### config.mk
export PLATFORM = sky130hd
export DESIGN_NAME = serial_link
export DESIGN_NICKNAME = d
export VERILOG_FILES = /design/src/rtl/serial_link_pkg.sv /design/src/rtl/serial_link.sv /design/src/rtl/serial_link_phy_rx.sv /design/src/rtl/serial_link_phy_tx.sv /design/src/rtl/serial_link_raw_fifo.sv /design/src/rtl/serial_link_regs.sv
export SDC_FILE = /design/constraint.sdc
export NUM_CORES = 1
export LEC_CHECK = 0
export BUFFER_PORTS_ARGS = -buffer_cell sky130_fd_sc_hd__buf_2
export CAP_MARGIN = 20
export CORE_MARGIN = 2
export CORE_UTILIZATION = 55
export DETAILED_ROUTE_END_ITERATION = 12
export PLACE_DENSITY = 0.75
export REMOVE_ABC_BUFFERS = 1
export SETUP_SLACK_MARGIN = 0.02
export SKIP_CTS_REPAIR_TIMING = 1
export SYNTH_ARGS = -nofsm -noshare
export SYNTH_HDL_FRONTEND = slang
export SYNTH_HIERARCHICAL = 1
export SYNTH_SLANG_ARGS = --single-unit
export TNS_END_PERCENT = 30
### constraint.sdc
create_clock -name clk_i -period 3.6 [get_ports clk_i]
set_input_delay 0.54 -clock clk_i [delete_from_list [all_inputs] [get_ports clk_i]]
set_output_delay 0.54 -clock clk_i [all_outputs]
set_load 0.005 [all_outputs]
### src/rtl/serial_link_pkg.sv
/*
  Shared definitions for the raw-mode serial link.
  Holds the lane and bus widths, the APB register map, the register reset
  values and the transmit FSM encoding. Modules pull it in with a wildcard
  import in their header.
*/
`default_nettype none

package serial_link_pkg;

  ////////////////////////////////////////////////////////////
  // Widths and types
  ////////////////////////////////////////////////////////////

  localparam int unsigned NumLanes         = 8;
  localparam int unsigned Log2MaxClkDiv    = 10;
  localparam int unsigned Log2RawFifoDepth = 3;
  localparam int unsigned RawFifoDepth     = 2 ** Log2RawFifoDepth;

  typedef logic [NumLanes-1:0]         phy_data_t;
  typedef logic [5:0]                  apb_addr_t;
  typedef logic [31:0]                 apb_data_t;
  typedef logic [Log2MaxClkDiv-1:0]    clk_div_t;
  // One extra bit so a full FIFO can report 8
  typedef logic [Log2RawFifoDepth:0]   fill_t;

  typedef enum logic [1:0] {
    TX_IDLE,
    TX_LOW,
    TX_HIGH
  } tx_state_e;

  ////////////////////////////////////////////////////////////
  // Register map in byte offsets
  ////////////////////////////////////////////////////////////

  localparam apb_addr_t AddrCtrl          = 6'h00;
  localparam apb_addr_t AddrIsolated      = 6'h04;
  localparam apb_addr_t AddrClkDiv        = 6'h08;
  localparam apb_addr_t AddrRawModeEn     = 6'h10;
  localparam apb_addr_t AddrRawInValid    = 6'h14;
  localparam apb_addr_t AddrRawInData     = 6'h18;
  localparam apb_addr_t AddrRawOutEn      = 6'h1C;
  localparam apb_addr_t AddrRawOutData    = 6'h20;
  localparam apb_addr_t AddrRawOutCtrl    = 6'h24;
  localparam apb_addr_t AddrFlowFifoClear = 6'h28;

  // Field positions in the control and raw-out control registers
  localparam int unsigned CtrlClkEnaBit  = 0;
  localparam int unsigned CtrlResetNBit  = 1;
  localparam int unsigned CtrlIsoInBit   = 8;
  localparam int unsigned CtrlIsoOutBit  = 9;
  localparam int unsigned RawOutFillLsb  = 8;
  localparam int unsigned RawOutFullBit  = 31;

  // Reset values
  localparam apb_data_t CtrlReset   = 32'h0000_0303;
  localparam clk_div_t  ClkDivReset = 10'd4;
  localparam clk_div_t  MinClkDiv   = 10'd2;

endpackage

`default_nettype wire
### src/rtl/serial_link.sv
/*
  Top level of the raw-mode serial link.
  APB configures the link and moves words through a transmit FIFO and a
  receive FIFO; the physical halves drive and sample the eight lanes and
  the forwarded clock.
*/
`timescale 1ns/1ns
`default_nettype none

module serial_link import serial_link_pkg::*; (
  input  wire logic       clk_i,
  input  wire logic       rst_n_i,
  input  wire logic       psel_i,
  input  wire logic       penable_i,
  input  wire logic       pwrite_i,
  input  wire apb_addr_t  paddr_i,
  input  wire apb_data_t  pwdata_i,
  output logic            pready_o,
  output apb_data_t       prdata_o,
  output logic            pslverr_o,
  input  wire logic       ddr_rcv_clk_i,
  output logic            ddr_rcv_clk_o,
  input  wire phy_data_t  ddr_i,
  output phy_data_t       ddr_o,
  input  wire logic [1:0] isolated_i,
  output logic [1:0]      isolate_o,
  output logic            clk_ena_o,
  output logic            reset_n_o
);

  clk_div_t  clk_div;
  logic      raw_mode_en;
  logic      raw_out_en;
  logic      tx_push;
  phy_data_t tx_wdata;
  logic      tx_clear;
  fill_t     tx_fill;
  logic      tx_full;
  logic      tx_empty;
  phy_data_t tx_head;
  logic      tx_pop;
  logic      rx_push;
  phy_data_t rx_wdata;
  logic      rx_pop;
  logic      rx_clear;
  phy_data_t rx_head;
  logic      rx_empty;

  ////////////////////////////////////////////////////////////
  // Configuration registers
  ////////////////////////////////////////////////////////////

  serial_link_regs u_regs (
    .clk_i         (clk_i),
    .rst_n_i       (rst_n_i),
    .psel_i        (psel_i),
    .penable_i     (penable_i),
    .pwrite_i      (pwrite_i),
    .paddr_i       (paddr_i),
    .pwdata_i      (pwdata_i),
    .pready_o      (pready_o),
    .prdata_o      (prdata_o),
    .pslverr_o     (pslverr_o),
    .isolated_i    (isolated_i),
    .isolate_o     (isolate_o),
    .clk_ena_o     (clk_ena_o),
    .reset_n_o     (reset_n_o),
    .clk_div_o     (clk_div),
    .raw_mode_en_o (raw_mode_en),
    .raw_out_en_o  (raw_out_en),
    .tx_push_o     (tx_push),
    .tx_wdata_o    (tx_wdata),
    .tx_clear_o    (tx_clear),
    .tx_fill_i     (tx_fill),
    .tx_full_i     (tx_full),
    .rx_pop_o      (rx_pop),
    .rx_clear_o    (rx_clear),
    .rx_data_i     (rx_head),
    .rx_empty_i    (rx_empty)
  );

  ////////////////////////////////////////////////////////////
  // Raw-mode FIFOs
  ////////////////////////////////////////////////////////////

  serial_link_raw_fifo u_tx_fifo (
    .clk_i   (clk_i),
    .rst_n_i (rst_n_i),
    .clear_i (tx_clear),
    .push_i  (tx_push),
    .data_i  (tx_wdata),
    .pop_i   (tx_pop),
    .data_o  (tx_head),
    .fill_o  (tx_fill),
    .full_o  (tx_full),
    .empty_o (tx_empty)
  );

  // Receive fill level and full flag are not exposed
  serial_link_raw_fifo u_rx_fifo (
    .clk_i   (clk_i),
    .rst_n_i (rst_n_i),
    .clear_i (rx_clear),
    .push_i  (rx_push),
    .data_i  (rx_wdata),
    .pop_i   (rx_pop),
    .data_o  (rx_head),
    .fill_o  (),
    .full_o  (),
    .empty_o (rx_empty)
  );

  ////////////////////////////////////////////////////////////
  // Physical layer
  ////////////////////////////////////////////////////////////

  serial_link_phy_tx u_phy_tx (
    .clk_i         (clk_i),
    .rst_n_i       (rst_n_i),
    .en_i          (raw_out_en),
    .clk_div_i     (clk_div),
    .data_i        (tx_head),
    .empty_i       (tx_empty),
    .pop_o         (tx_pop),
    .ddr_o         (ddr_o),
    .ddr_rcv_clk_o (ddr_rcv_clk_o)
  );

  serial_link_phy_rx u_phy_rx (
    .clk_i         (clk_i),
    .rst_n_i       (rst_n_i),
    .en_i          (raw_mode_en),
    .ddr_i         (ddr_i),
    .ddr_rcv_clk_i (ddr_rcv_clk_i),
    .push_o        (rx_push),
    .data_o        (rx_wdata)
  );

endmodule

`default_nettype wire

### src/rtl/serial_link_phy_rx.sv
/*
  Receive half of the physical layer.
  Brings the forwarded clock and the lanes into clk_i through two flops
  each, finds rising edges of the forwarded clock and pushes the lane word
  seen with that edge. The push comes three cycles after the incoming edge.
*/
`timescale 1ns/1ns
`default_nettype none

module serial_link_phy_rx import serial_link_pkg::*; (
  input  wire logic      clk_i,
  input  wire logic      rst_n_i,
  input  wire logic      en_i,
  input  wire phy_data_t ddr_i,
  input  wire logic      ddr_rcv_clk_i,
  output logic           push_o,
  output phy_data_t      data_o
);

  logic      clk_s1_q;
  logic      clk_s2_q;
  logic      clk_s3_q;
  phy_data_t data_s1_q;
  phy_data_t data_s2_q;
  logic      rise;
  logic      push_q;
  phy_data_t word_q;

  ////////////////////////////////////////////////////////////
  // Synchronizers
  ////////////////////////////////////////////////////////////

  // Lanes go through the same depth as the clock so they stay aligned
  always_ff @(posedge clk_i or negedge rst_n_i) begin
    if (!rst_n_i) begin
      clk_s1_q  <= 1'b0;
      clk_s2_q  <= 1'b0;
      clk_s3_q  <= 1'b0;
      data_s1_q <= '0;
      data_s2_q <= '0;
    end else begin
      clk_s1_q  <= ddr_rcv_clk_i;
      clk_s2_q  <= clk_s1_q;
      clk_s3_q  <= clk_s2_q;
      data_s1_q <= ddr_i;
      data_s2_q <= data_s1_q;
    end
  end

  assign rise = clk_s2_q & ~clk_s3_q;

  ////////////////////////////////////////////////////////////
  // Word capture
  ////////////////////////////////////////////////////////////

  always_ff @(posedge clk_i or negedge rst_n_i) begin
    if (!rst_n_i) begin
      push_q <= 1'b0;
    end else begin
      // Words arriving while capture is off are dropped
      push_q <= rise & en_i;
    end
  end

  always_ff @(posedge clk_i) begin
    if (rise) begin
      word_q <= data_s2_q;
    end
  end

  assign push_o = push_q;
  assign data_o = word_q;

endmodule

`default_nettype wire

### src/rtl/serial_link_phy_tx.sv
/*
  Transmit half of the physical layer.
  Pops one word per divider period from the transmit FIFO, holds it on the
  lanes and forwards a clock that is low for the first half of the period
  and high for the second, so the far end samples on the rising edge.
*/
`timescale 1ns/1ns
`default_nettype none

module serial_link_phy_tx import serial_link_pkg::*; (
  input  wire logic      clk_i,
  input  wire logic      rst_n_i,
  input  wire logic      en_i,
  input  wire clk_div_t  clk_div_i,
  input  wire phy_data_t data_i,
  input  wire logic      empty_i,
  output logic           pop_o,
  output phy_data_t      ddr_o,
  output logic           ddr_rcv_clk_o
);

  tx_state_e state_q, state_d;
  clk_div_t  half_q, half_d;
  clk_div_t  cnt_q, cnt_d;
  phy_data_t data_q;
  logic      clk_q;
  logic      launch;

  always_comb begin
    launch  = 1'b0;
    state_d = state_q;
    half_d  = half_q;
    cnt_d   = cnt_q;
    unique case (state_q)
      TX_IDLE: launch = en_i & ~empty_i;
      TX_LOW: begin
        if (cnt_q == '0) begin
          state_d = TX_HIGH;
          cnt_d   = half_q - clk_div_t'(1);
        end else begin
          cnt_d = cnt_q - clk_div_t'(1);
        end
      end
      TX_HIGH: begin
        if (cnt_q == '0) begin
          // Next word follows directly, otherwise go quiet
          launch  = en_i & ~empty_i;
          state_d = TX_IDLE;
        end else begin
          cnt_d = cnt_q - clk_div_t'(1);
        end
      end
      default: state_d = TX_IDLE;
    endcase
    // Divider is sampled once per word
    if (launch) begin
      state_d = TX_LOW;
      half_d  = clk_div_i >> 1;
      cnt_d   = (clk_div_i >> 1) - clk_div_t'(1);
    end
  end

  always_ff @(posedge clk_i or negedge rst_n_i) begin
    if (!rst_n_i) begin
      state_q <= TX_IDLE;
      half_q  <= '0;
      cnt_q   <= '0;
      data_q  <= '0;
      clk_q   <= 1'b0;
    end else begin
      state_q <= state_d;
      half_q  <= half_d;
      cnt_q   <= cnt_d;
      clk_q   <= (state_d == TX_HIGH);
      if (launch) begin
        data_q <= data_i;
      end
    end
  end

  assign pop_o         = launch;
  assign ddr_o         = data_q;
  assign ddr_rcv_clk_o = clk_q;

  // Each half period needs at least one cycle
  tx_div_at_least_two: assert property (
    @(posedge clk_i) disable iff (!rst_n_i) pop_o |-> clk_div_i >= MinClkDiv
  );

endmodule

`default_nettype wire

### src/rtl/serial_link_raw_fifo.sv
/*
  Small synchronous FIFO for raw-mode words.
  Used once per direction. Pushes into a full FIFO and pops from an empty
  one are ignored, and clear empties it in one cycle ahead of both.
*/
`timescale 1ns/1ns
`default_nettype none

module serial_link_raw_fifo import serial_link_pkg::*; (
  input  wire logic      clk_i,
  input  wire logic      rst_n_i,
  input  wire logic      clear_i,
  input  wire logic      push_i,
  input  wire phy_data_t data_i,
  input  wire logic      pop_i,
  output phy_data_t      data_o,
  output fill_t          fill_o,
  output logic           full_o,
  output logic           empty_o
);

  phy_data_t                   mem [RawFifoDepth];
  logic [Log2RawFifoDepth-1:0] wr_ptr_q;
  logic [Log2RawFifoDepth-1:0] rd_ptr_q;
  fill_t                       fill_q;
  logic                        push_ok;
  logic                        pop_ok;

  assign full_o  = (fill_q == fill_t'(RawFifoDepth));
  assign empty_o = (fill_q == '0);
  assign push_ok = push_i & ~full_o & ~clear_i;
  assign pop_ok  = pop_i & ~empty_o & ~clear_i;

  always_ff @(posedge clk_i or negedge rst_n_i) begin
    if (!rst_n_i) begin
      wr_ptr_q <= '0;
      rd_ptr_q <= '0;
      fill_q   <= '0;
    end else if (clear_i) begin
      wr_ptr_q <= '0;
      rd_ptr_q <= '0;
      fill_q   <= '0;
    end else begin
      if (push_ok) begin
        wr_ptr_q <= wr_ptr_q + 1'b1;
      end
      if (pop_ok) begin
        rd_ptr_q <= rd_ptr_q + 1'b1;
      end
      // Simultaneous push and pop leave the count alone
      if (push_ok && !pop_ok) begin
        fill_q <= fill_q + 1'b1;
      end else if (pop_ok && !push_ok) begin
        fill_q <= fill_q - 1'b1;
      end
    end
  end

  always_ff @(posedge clk_i) begin
    if (push_ok) begin
      mem[wr_ptr_q] <= data_i;
    end
  end

  assign data_o = mem[rd_ptr_q];
  assign fill_o = fill_q;

  fifo_fill_in_range: assert property (
    @(posedge clk_i) disable iff (!rst_n_i) fill_q <= fill_t'(RawFifoDepth)
  );

endmodule

`default_nettype wire

### src/rtl/serial_link_regs.sv
/*
  APB register file of the serial link.
  Zero wait states: every access completes in its access phase and a write
  takes effect on the edge that ends it. Besides the configuration
  registers it turns data and clear writes into one-cycle FIFO strobes and
  turns data reads into receive-FIFO pops.
*/
`timescale 1ns/1ns
`default_nettype none

module serial_link_regs import serial_link_pkg::*; (
  input  wire logic      clk_i,
  input  wire logic      rst_n_i,
  // APB slave
  input  wire logic      psel_i,
  input  wire logic      penable_i,
  input  wire logic      pwrite_i,
  input  wire apb_addr_t paddr_i,
  input  wire apb_data_t pwdata_i,
  output logic           pready_o,
  output apb_data_t      prdata_o,
  output logic           pslverr_o,
  // Control and status
  input  wire logic [1:0] isolated_i,
  output logic [1:0]     isolate_o,
  output logic           clk_ena_o,
  output logic           reset_n_o,
  output clk_div_t       clk_div_o,
  output logic           raw_mode_en_o,
  output logic           raw_out_en_o,
  // Transmit FIFO
  output logic           tx_push_o,
  output phy_data_t      tx_wdata_o,
  output logic           tx_clear_o,
  input  wire fill_t     tx_fill_i,
  input  wire logic      tx_full_i,
  // Receive FIFO
  output logic           rx_pop_o,
  output logic           rx_clear_o,
  input  wire phy_data_t rx_data_i,
  input  wire logic      rx_empty_i
);

  logic      access;
  logic      wr_en;
  logic      rd_en;
  logic      addr_err;
  logic      ro_hit;
  clk_div_t  wr_div;

  logic       clk_ena_q;
  logic       reset_n_q;
  logic [1:0] isolate_q;
  clk_div_t   clk_div_q;
  logic       raw_mode_en_q;
  logic       raw_out_en_q;

  assign access = psel_i & penable_i;
  assign wr_en  = access & pwrite_i;
  assign rd_en  = access & ~pwrite_i;

  ////////////////////////////////////////////////////////////
  // Writable registers
  ////////////////////////////////////////////////////////////

  // Divider is kept even and never below 2
  always_comb begin
    wr_div    = pwdata_i[Log2MaxClkDiv-1:0];
    wr_div[0] = 1'b0;
    if (wr_div < MinClkDiv) begin
      wr_div = MinClkDiv;
    end
  end

  always_ff @(posedge clk_i or negedge rst_n_i) begin
    if (!rst_n_i) begin
      clk_ena_q     <= CtrlReset[CtrlClkEnaBit];
      reset_n_q     <= CtrlReset[CtrlResetNBit];
      isolate_q     <= {CtrlReset[CtrlIsoOutBit], CtrlReset[CtrlIsoInBit]};
      clk_div_q     <= ClkDivReset;
      raw_mode_en_q <= 1'b0;
      raw_out_en_q  <= 1'b0;
    end else if (wr_en) begin
      unique case (paddr_i)
        AddrCtrl: begin
          clk_ena_q <= pwdata_i[CtrlClkEnaBit];
          reset_n_q <= pwdata_i[CtrlResetNBit];
          isolate_q <= {pwdata_i[CtrlIsoOutBit], pwdata_i[CtrlIsoInBit]};
        end
        AddrClkDiv:    clk_div_q     <= wr_div;
        AddrRawModeEn: raw_mode_en_q <= pwdata_i[0];
        AddrRawOutEn:  raw_out_en_q  <= pwdata_i[0];
        default: ;
      endcase
    end
  end

  // FIFO strobes last exactly the one-cycle access phase
  assign tx_push_o  = wr_en & (paddr_i == AddrRawOutData);
  assign tx_wdata_o = pwdata_i[NumLanes-1:0];
  assign tx_clear_o = wr_en & (paddr_i == AddrRawOutCtrl) & pwdata_i[0];
  assign rx_clear_o = wr_en & (paddr_i == AddrFlowFifoClear) & pwdata_i[0];
  assign rx_pop_o   = rd_en & (paddr_i == AddrRawInData);

  ////////////////////////////////////////////////////////////
  // Read mux and error decode
  ////////////////////////////////////////////////////////////

  always_comb begin
    prdata_o = '0;
    addr_err = 1'b0;
    ro_hit   = 1'b0;
    unique case (paddr_i)
      AddrCtrl: begin
        prdata_o[CtrlClkEnaBit] = clk_ena_q;
        prdata_o[CtrlResetNBit] = reset_n_q;
        prdata_o[CtrlIsoInBit]  = isolate_q[0];
        prdata_o[CtrlIsoOutBit] = isolate_q[1];
      end
      AddrIsolated: begin
        prdata_o[1:0] = isolated_i;
        ro_hit        = 1'b1;
      end
      AddrClkDiv:    prdata_o[Log2MaxClkDiv-1:0] = clk_div_q;
      AddrRawModeEn: prdata_o[0] = raw_mode_en_q;
      AddrRawInValid: begin
        prdata_o[0] = ~rx_empty_i;
        ro_hit      = 1'b1;
      end
      AddrRawInData: begin
        // Empty FIFO reads as zero
        if (!rx_empty_i) begin
          prdata_o[NumLanes-1:0] = rx_data_i;
        end
        ro_hit = 1'b1;
      end
      AddrRawOutEn: prdata_o[0] = raw_out_en_q;
      AddrRawOutCtrl: begin
        prdata_o[RawOutFillLsb +: $bits(fill_t)] = tx_fill_i;
        prdata_o[RawOutFullBit]                  = tx_full_i;
      end
      AddrRawOutData, AddrFlowFifoClear: ;
      default: addr_err = 1'b1;
    endcase
  end

  assign pready_o  = 1'b1;
  assign pslverr_o = access & (addr_err | (pwrite_i & ro_hit));

  assign clk_ena_o     = clk_ena_q;
  assign reset_n_o     = reset_n_q;
  assign isolate_o     = isolate_q;
  assign clk_div_o     = clk_div_q;
  assign raw_mode_en_o = raw_mode_en_q;
  assign raw_out_en_o  = raw_out_en_q;

  // Access phase is always preceded by a selected setup phase
  apb_penable_needs_psel: assert property (
    @(posedge clk_i) disable iff (!rst_n_i) penable_i |-> psel_i
  );

endmodule

`default_nettype wire

==> summary.txt, run 1 <==
Outcome
  • Outcome: finished clean

Synth
  • Post-Syn Instances: 708
  • Syn Std Cell Area: 10110 um^2
  • Yosys synthesis warning count: 6
  • Syn Area/Cell: 14.28 um^2

Timing
  • Max_slew headroom: 32.67%
  • Min Tclk post-route: 3.328 ns
  • Fin. Hold Viols: 0
  • Final setup fails: 0
  • Fin crit share: 92.44%
  • Worst-margin pin slew: 1.008 ns
  • Max Slew Vio Count: 0
  • RSZ-0062 raised after global routing: false
  • Clock skew: 0.008422 ns
  • Setup TNS: 0 ns
  • FMAX: 0.3005 GHz

Critical path
  • Flop-to-flop setup slack: 0.68 ns
  • Cell count of the worst reg-to-reg path: 13
  • Critical path type: reg -> out
  • Critical R2R Capture: u_tx_fifo/fill_o[3]
  • Worst-path fanout max: 11
  • Worst-path cell chain: mux4_2 > mux2_2 > nor4bb_1 > nor3_1 > o211ai_1 > buf_2
  • Required time of the critical path: 3.06 ns
  • Worst Path Arrival: 2.79 ns
  • Startpoint Class: flip-flop
  • Crit end category: output pin
  • Crit-path slowest cell: dfrtp_1
  • Worst r2r src: u_phy_tx/cnt_q[0]
  • CP max stage delay: 0.76 ns
  • CP delay by family, top: multiplexers
  • Buf+Inv Stages, Crit Path: 1

Detailed routing
  • DRT Wirelength: 20730 um
  • Via density: 5.959
  • DRT iter0 DRCs: 500
  • First-pass iteration count of the detailed router: 5
  • Routed vias: 6144
  • DRC viols: 0
  • Wire per inst: 20.11 um
  • ANT nets after route: 0

Cells and area
  • Fillers: 1337
  • Final Cell Area: 11390 um^2
  • Ant. Diodes: 0
  • Area growth from synthesis to layout: 12.64%
  • NumNets Final: 854
  • Layout cells sized above 1: 28.30%
  • Util after Layout: 63.20%
  • Area occupied by multi-input gates: 3511 um^2
  • FF+latch area: 6217 um^2

Placed design
  • PortBufs: 58
  • Post-Place Cell Area: 10650 um^2
  • Post-DP HPWL: 14240 um
  • Routability cong.: 0.8368

Power
  • PwrDens: 575.2 nW/um^2
  • Leakage: 4.522 nW
  • P_sw: 1.738 mW
  • VDD IR max: 0.0004961 V
  • Final total power: 6.553 mW
  • Seq pwr share: 47.7%
  • Clock power share: 35.2%
  • Power Internal: 4.815 mW
  • Sw Ratio: 26.52%
  • Comb power frac: 17.1%

Global route
  • Antenna violations before repair: 0
  • First-pass GRT wire length: 33600 um
  • Vias in the first global route: 6259
  • Total grt overflow: 0
  • Global Route Usage Sum: 21.77%
  • Largest net degree at the start of global routing: 54

CTS
  • CTS Root Cell: clkbuf_16
  • CTS max path bufs: 3
  • CTS H-tree lvls: 1
  • Clock sinks: 221
  • Num CTS Buffers: 23
  • Clk pin slew, worst setup/hold paths: 0.06 ns
  • CTS tree: yes
  • Worst-skew pair later-pin latency: 0.49 ns

Floorplanning
  • Die height: 139.6 um
  • Io pins: 101
  • Die Width: 139.6 um
  • DIE AREA: 19490 um^2
  • Row Count: 49
  • Core box area: 18020 um^2
  • Initial Utilization: 56.11%

Min path
  • Min-delay worst type: in -> async

Flow run
  • Maxcap violations: 0
==> state kept, by name (all words and copies together), names as in the netlist, 8 cells and up <==
register / cells
u_rx_fifo/mem: 64
u_phy_tx/cnt_q: 10
u_phy_tx/ddr_o: 8
u_phy_rx/data_o: 8
u_regs/clk_div_o: 9
u_tx_fifo/mem: 64
u_phy_tx/half_q: 9
u_phy_rx/data_s1_q: 8
u_phy_rx/data_s2_q: 8
==> power groups by stage <==
stage	sequential [mW]	clock (mW)	combinational, mW
2_1_floorplan	3.13	0	0.788
3_3_place_gp	3.15	0	1.06
3_5_place_dp	3.17	0	1.11
4_1_cts	3.12	2.36	1.12
5_1_grt	3.15	2.47	1.23
6_report	3.13	2.31	1.12
==> worst reg2reg max path, cell delays in order, from the launching register on <==
cell and delay (ns):
dfrtp_1 0.44, inv_1 0.14, ha_1 0.18, nor4b_4 0.25
nand3_2 0.19, a21o_4 0.29, clkinv_8 0.05, o41ai_2 0.10
nand2_1 0.16, ha_1 0.25, a211o_1 0.30, o21a_1 0.15
o211ai_1 0.19, a31oi_1 0.10
==> worst max path at each step <==
stage                                from                  end  cells after the start
floorplan                      paddr_i[4]  u_rx_fifo/fill_o[3]                     10
finish              u_rx_fifo/rd_ptr_q[0]          prdata_o[0]                      6
CTS                 u_rx_fifo/rd_ptr_q[0]          prdata_o[2]                      5
detailed placement             paddr_i[4]  u_tx_fifo/fill_o[3]                     11
global placement               paddr_i[4]  u_tx_fifo/fill_o[3]                     11
global route        u_rx_fifo/rd_ptr_q[0]          prdata_o[0]                      6
==> per-layer routing <==
layer	GRT usage (%)	wire [um]	vias to the layer above
met5	0	0	-
met4	5.737	394	0
met3	3.166	1198	30
met2	36.17	10340	191
met1	30.69	8805	3170
li1	-	-	2753
==> final cells by class <==
type / instances / share of cell area, %
flip-flops and latches: 221 / 54.57
multi-input cells: 428 / 30.82
clock buffers: 31 / 5.579
repair buffers: 91 / 4.745
inverters: 21 / 0.8127
clock inverters: 10 / 0.9555
well taps: 229 / 2.515
==> placed cells by master (no fill, tap or decap), drive strengths merged, types with 8 or more instances in the layout <==
master and count:
ha 12, o21ai 10, buf 91, clkbuf 31, a211oi 8, nor4 11
inv 20, nor2 45, nor3 23, edfxtp 136, mux2 30, xnor2 16
nand3 12, mux2i 10, clkinv 9, nand2 75, mux4 32, xor2 15
nand2b 13, conb 20, dfrtp 80
==> per-stage QoR <==
step	hold WS [ns]	std cells	worst slack, ns
floorplan	0.2444	670	0.2624
global placement	0.3319	990	0.4662
detailed placement	0.3370	990	0.4004
CTS	0.1131	1031	0.2458
global route	0.1296	1031	0.1108
finish	0.08609	1031	0.2721
No activity file was read; power rests on OpenSTA's default activity.
==> run 2: changes to the inputs <==
==> constraint.sdc (replaced) <==
create_clock -name clk_i -period 3.6 [get_ports clk_i]
set_input_delay 0.54 -clock clk_i [delete_from_list [all_inputs] [get_ports clk_i]]
set_output_delay 0.54 -clock clk_i [all_outputs]
set_load 0.02 [all_outputs]
==> summary.txt, run 2 (synthesis gave the netlist of run 1 again) <==
CTS
  • Worst-skew pair later-pin latency: 0.49 ns
  • CTS Root Cell: clkbuf_16
  • Num CTS Buffers: 23
  • CTS max path bufs: 3
  • CTS H-tree lvls: 1
  • CTS tree: yes
  • Clock sinks: 221
  • Clk pin slew, worst setup/hold paths: 0.06 ns

Critical path
  • Cell count of the worst reg-to-reg path: 13
  • Startpoint Class: flip-flop
  • Worst Path Arrival: 2.54 ns
  • Critical path type: reg -> out
  • Worst r2r src: u_phy_tx/cnt_q[0]
  • Critical R2R Capture: u_tx_fifo/fill_o[3]
  • Worst-path fanout max: 10
  • Crit end category: output pin
  • Crit path from: u_rx_fifo/rd_ptr_q[0]
  • Required time of the critical path: 3.06 ns
  • CP max stage delay: 0.52 ns
  • Buf+Inv Stages, Crit Path: 2
  • CP delay by family, top: multiplexers
  • Worst-path cell chain: buf_4 > mux4_2 > mux2_2 > nor4bb_1 > nor3_1 > o211ai_1 > buf_2
  • Crit-path slowest cell: mux4_2
  • Flop-to-flop setup slack: 0.71 ns

Timing
  • RSZ-0062 raised after global routing: false
  • Final setup fails: 0
  • Fin crit share: 85.63%
  • Worst-margin pin slew: 0.9565 ns
  • Clock skew: 0.01350 ns
  • Max Slew Vio Count: 0
  • Fin. Hold Viols: 0
  • Min Tclk post-route: 3.083 ns
  • Setup TNS: 0 ns
  • FMAX: 0.3244 GHz
  • Max_slew headroom: 36.10%

Power
  • VDD IR max: 0.0006553 V
  • Comb power frac: 18.0%
  • Seq pwr share: 47.9%
  • Final total power: 6.524 mW
  • Power Internal: 4.721 mW
  • Clock power share: 34.1%
  • P_sw: 1.803 mW
  • PwrDens: 575.5 nW/um^2
  • Leakage: 4.492 nW
  • Sw Ratio: 27.64%

Cells and area
  • Final Cell Area: 11340 um^2
  • NumNets Final: 852
  • Fillers: 1305
  • Commonest non-fill, non-tap cell in the layout: edfxtp_1
  • FF+latch area: 6217 um^2
  • Area occupied by multi-input gates: 3506 um^2
  • Area growth from synthesis to layout: 12.10%
  • Largest regs: u_rx_fifo/mem (64), u_tx_fifo/mem (64), u_phy_tx/cnt_q (10)
  • Layout cells sized above 1: 28.13%
  • Fin cells: 1029
  • Most frequent cells in the layout: edfxtp_1 (136), dfrtp_1 (80), nand2_1 (74)
  • Ant. Diodes: 0
  • Util after Layout: 62.90%

Detailed routing
  • First-pass iteration count of the detailed router: 7
  • DRT iter0 DRCs: 494
  • Wire per inst: 20.40 um
  • DRC viols: 0
  • DRT Wirelength: 21000 um
  • ANT nets after route: 0
  • Routed vias: 6069
  • Via density: 5.898

Global route
  • Total grt overflow: 0
  • Largest net degree at the start of global routing: 42
  • Met1 global-route usage: 30.63%
  • Antenna violations before repair: 0
  • Vias in the first global route: 6225
  • First-pass GRT wire length: 33520 um
  • Top Usage Layer GRT: met2
  • Routing usage on met2: 35.55%
  • M3 GR Usage: 3.407%
  • Global Route Usage Sum: 21.75%

Min path
  • Min-delay worst type: in -> async

Placed design
  • Post-DP HPWL: 14150 um
  • Routability cong.: 0.8830
  • PortBufs: 58
  • Post-Place Cell Area: 10630 um^2
  • Cells after DPL: 988

Floorplanning
  • Io pins: 101
  • Row Count: 49
  • Die height: 139.6 um
  • DIE AREA: 19490 um^2
  • Initial Utilization: 56.11%
  • Die Width: 139.6 um
  • Core box area: 18020 um^2

Outcome
  • Outcome: finished clean

Flow run
  • Maxcap violations: 0
## run 2: cell types whose count changed in the layout (fill, tap and decap cells not counted), sizes merged
| cell | delta |
|---|---|
| buf | -2 |
| clkinvlp | +2 |
| clkbuf | -1 |
| bufinv | -1 |
## run 2: through the flow
step	hold slack, ns	setup WS (ns)
after global placement	0.3323	0.4655
after global routing	0.07214	0.3944
after floorplan	0.2444	0.2624
after CTS	0.04412	0.4764
final	0.02979	0.5174
after detailed placement	0.3355	0.3999
## run 2: worst max-delay path by stage
stage / end / slack (ns) / depth (start not counted)
finish: prdata_o[0] / 0.52 / 7
global route: prdata_o[0] / 0.39 / 7
CTS: prdata_o[0] / 0.48 / 7
detailed placement: u_tx_fifo/fill_o[3] / 0.40 / 11
global placement: u_tx_fifo/fill_o[3] / 0.47 / 11
floorplan: u_rx_fifo/fill_o[3] / 0.26 / 10
## run 2: final cells by class
| cell class | instances | area share [%] |
|---|---|---|
| clock buffers | 30 | 5.485 |
| clock inverters | 11 | 0.7725 |
| inverters | 21 | 0.8167 |
| multi-input cells | 428 | 30.92 |
| flip-flops and latches | 221 | 54.84 |
| well taps | 229 | 2.527 |
| repair buffers | 89 | 4.635 |
## run 2: layer usage
| layer | vias to the layer above | routed length [um] | share of wire, % |
|---|---|---|---|
| met5 | - | 0 | 0 |
| met4 | 0 | 464 | 2.2 |
| met3 | 38 | 1247 | 5.9 |
| li1 | 2763 | - | - |
| met2 | 222 | 10330 | 49 |
| met1 | 3046 | 8952 | 43 |
## run 2: power by group through the flow
stage                     combinational [mW]  clock, mW  sequential, mW
final                                   1.17       2.22            3.13
after global routing                    1.29       2.36            3.15
after CTS                               1.17       2.27            3.13
after detailed placement                1.16          0            3.17
after global placement                  1.11          0            3.16
after floorplan                        0.803          0            3.17
==> run 3: changes to the inputs <==
- CTS_BUF_LIST: default -> sky130_fd_sc_hd__clkbuf_8 sky130_fd_sc_hd__clkbuf_16
==> summary.txt, run 3 (synthesis gave the netlist of run 1 again) <==
Outcome
  • Outcome: finished clean

Floorplanning
  • Initial Utilization: 56.11%
  • Die height: 139.6 um
  • Row Count: 49
  • Die Width: 139.6 um
  • DIE AREA: 19490 um^2
  • Io pins: 101
  • Core box area: 18020 um^2

Placed design
  • PortBufs: 58
  • Post-DP HPWL: 14150 um
  • Routability cong.: 0.8830
  • Cells after DPL: 988

Flow run
  • Maxcap violations: 0

Cells and area
  • Ant. Diodes: 0
  • Most frequent cells in the layout: edfxtp_1 (136), dfrtp_1 (80), nand2_1 (74)
  • Area growth from synthesis to layout: 12.10%
  • Largest regs: u_rx_fifo/mem (64), u_tx_fifo/mem (64), u_phy_tx/cnt_q (10)
  • Fin cells: 1029
  • Commonest non-fill, non-tap cell in the layout: edfxtp_1
  • Layout cells sized above 1: 28.13%
  • NumNets Final: 852

Global route
  • Vias in the first global route: 6225
  • Global Route Usage Sum: 21.75%
  • Antenna violations before repair: 0
  • Total grt overflow: 0
  • Largest net degree at the start of global routing: 42
  • First-pass GRT wire length: 33520 um

Critical path
  • Buf+Inv Stages, Crit Path: 2
  • Worst-path fanout max: 10
  • Crit end category: output pin
  • Required time of the critical path: 3.06 ns
  • Crit-path slowest cell: mux4_2
  • CP max stage delay: 0.52 ns
  • Worst-path cell chain: buf_4 > mux4_2 > mux2_2 > nor4bb_1 > nor3_1 > o211ai_1 > buf_2
  • Critical path type: reg -> out
  • Worst Path Arrival: 2.54 ns
  • Startpoint Class: flip-flop
  • CP delay by family, top: multiplexers

Timing
  • Fin. Hold Viols: 0
  • Max Slew Vio Count: 0
  • Min Tclk post-route: 3.083 ns
  • Clock skew: 0.01370 ns
  • Setup TNS: 0 ns
  • Max_slew headroom: 35.84%
  • Final setup fails: 0
  • Fin crit share: 85.63%
  • FMAX: 0.3244 GHz
  • Worst-margin pin slew: 0.9604 ns
  • Hold_ws: 0.03208 ns
  • RSZ-0062 raised after global routing: false

CTS
  • CTS H-tree lvls: 1
  • Clk pin slew, worst setup/hold paths: 0.06 ns
  • CTS tree: yes
  • Clock sinks: 221
  • CTS max path bufs: 3
  • Num CTS Buffers: 23
  • Worst-skew pair later-pin latency: 0.49 ns
  • CTS Root Cell: clkbuf_16

Detailed routing
  • Routed vias: 6072
  • DRT Wirelength: 21030 um
  • DRT iter0 DRCs: 493
  • First-pass iteration count of the detailed router: 7
  • M1 WL: 9026 um
  • Wire per inst: 20.43 um
  • DRC viols: 0
  • Highest routed metal layer: met4
  • Detail Route met2 WL: 10290 um
  • Met3 Wirelength: 1231 um
  • Via density: 5.901
  • ANT nets after route: 0

Power
  • Leakage: 4.513 nW
  • P_sw: 1.802 mW
  • Power Internal: 4.707 mW
  • Sw Ratio: 27.69%
  • Seq pwr share: 48.1%
  • Clock power share: 33.9%
  • Comb power frac: 18.0%
  • VDD IR max: 0.0006554 V
  • PwrDens: 574.1 nW/um^2

Min path
  • Min-delay worst type: in -> async
[run 3: cell type report]
cell class                 instances  area (um^2)
fill                            1305         6688
sequential                       221         6217
multi-input combinational        428         3506
clock buffer                      25        603.1
timing repair buffer              89        525.5
tap                              229        286.5
clock inverter                    16        106.4
inverter                          21        92.59
[run 3: worst paths after layout]
path	slack, ns	from	cells past startpoint	endpoint
worst min-delay path	0.03	rst_n_i	1	u_phy_tx/cnt_q[6]
worst min register to register	0.35	u_phy_rx/data_s1_q[7]	0	u_phy_rx/data_s2_q[7]
worst max register to register	0.71	u_phy_tx/cnt_q[0]	13	u_tx_fifo/fill_o[3]
max in group asynchronous	2.76	rst_n_i	2	u_regs/clk_ena_o
worst max-delay path	0.52	u_rx_fifo/rd_ptr_q[0]	7	prdata_o[0]
min in group clk_i	0.15	ddr_i[7]	1	u_phy_rx/data_s1_q[7]
[run 3: per-layer routing]
metal	global-route usage (%)	up-vias
met5	0	-
met4	6.632	0
met3	3.407	40
met2	35.55	240
met1	30.63	3034
li1	-	2758
[run 3: power by group through the flow]
stage	combinational [mW]	sequential (mW)	clock [mW]
finish	1.17	3.13	2.21
global route	1.29	3.15	2.35
CTS	1.17	3.13	2.25
detailed placement	1.16	3.17	0
global placement	1.11	3.16	0
floorplan	0.803	3.17	0
[run 3: metrics by stage]
stage	power, mW	instance area, um^2	setup slack (ns)	util, %
finish	6.509	11340	0.5175	62.90
global route	6.781	11340	0.3944	62.90
floorplan	3.976	9816	0.2624	-
detailed placement	4.336	10630	0.3999	58.96
global placement	4.266	10630	0.4655	58.96
CTS	6.551	11340	0.4764	62.90
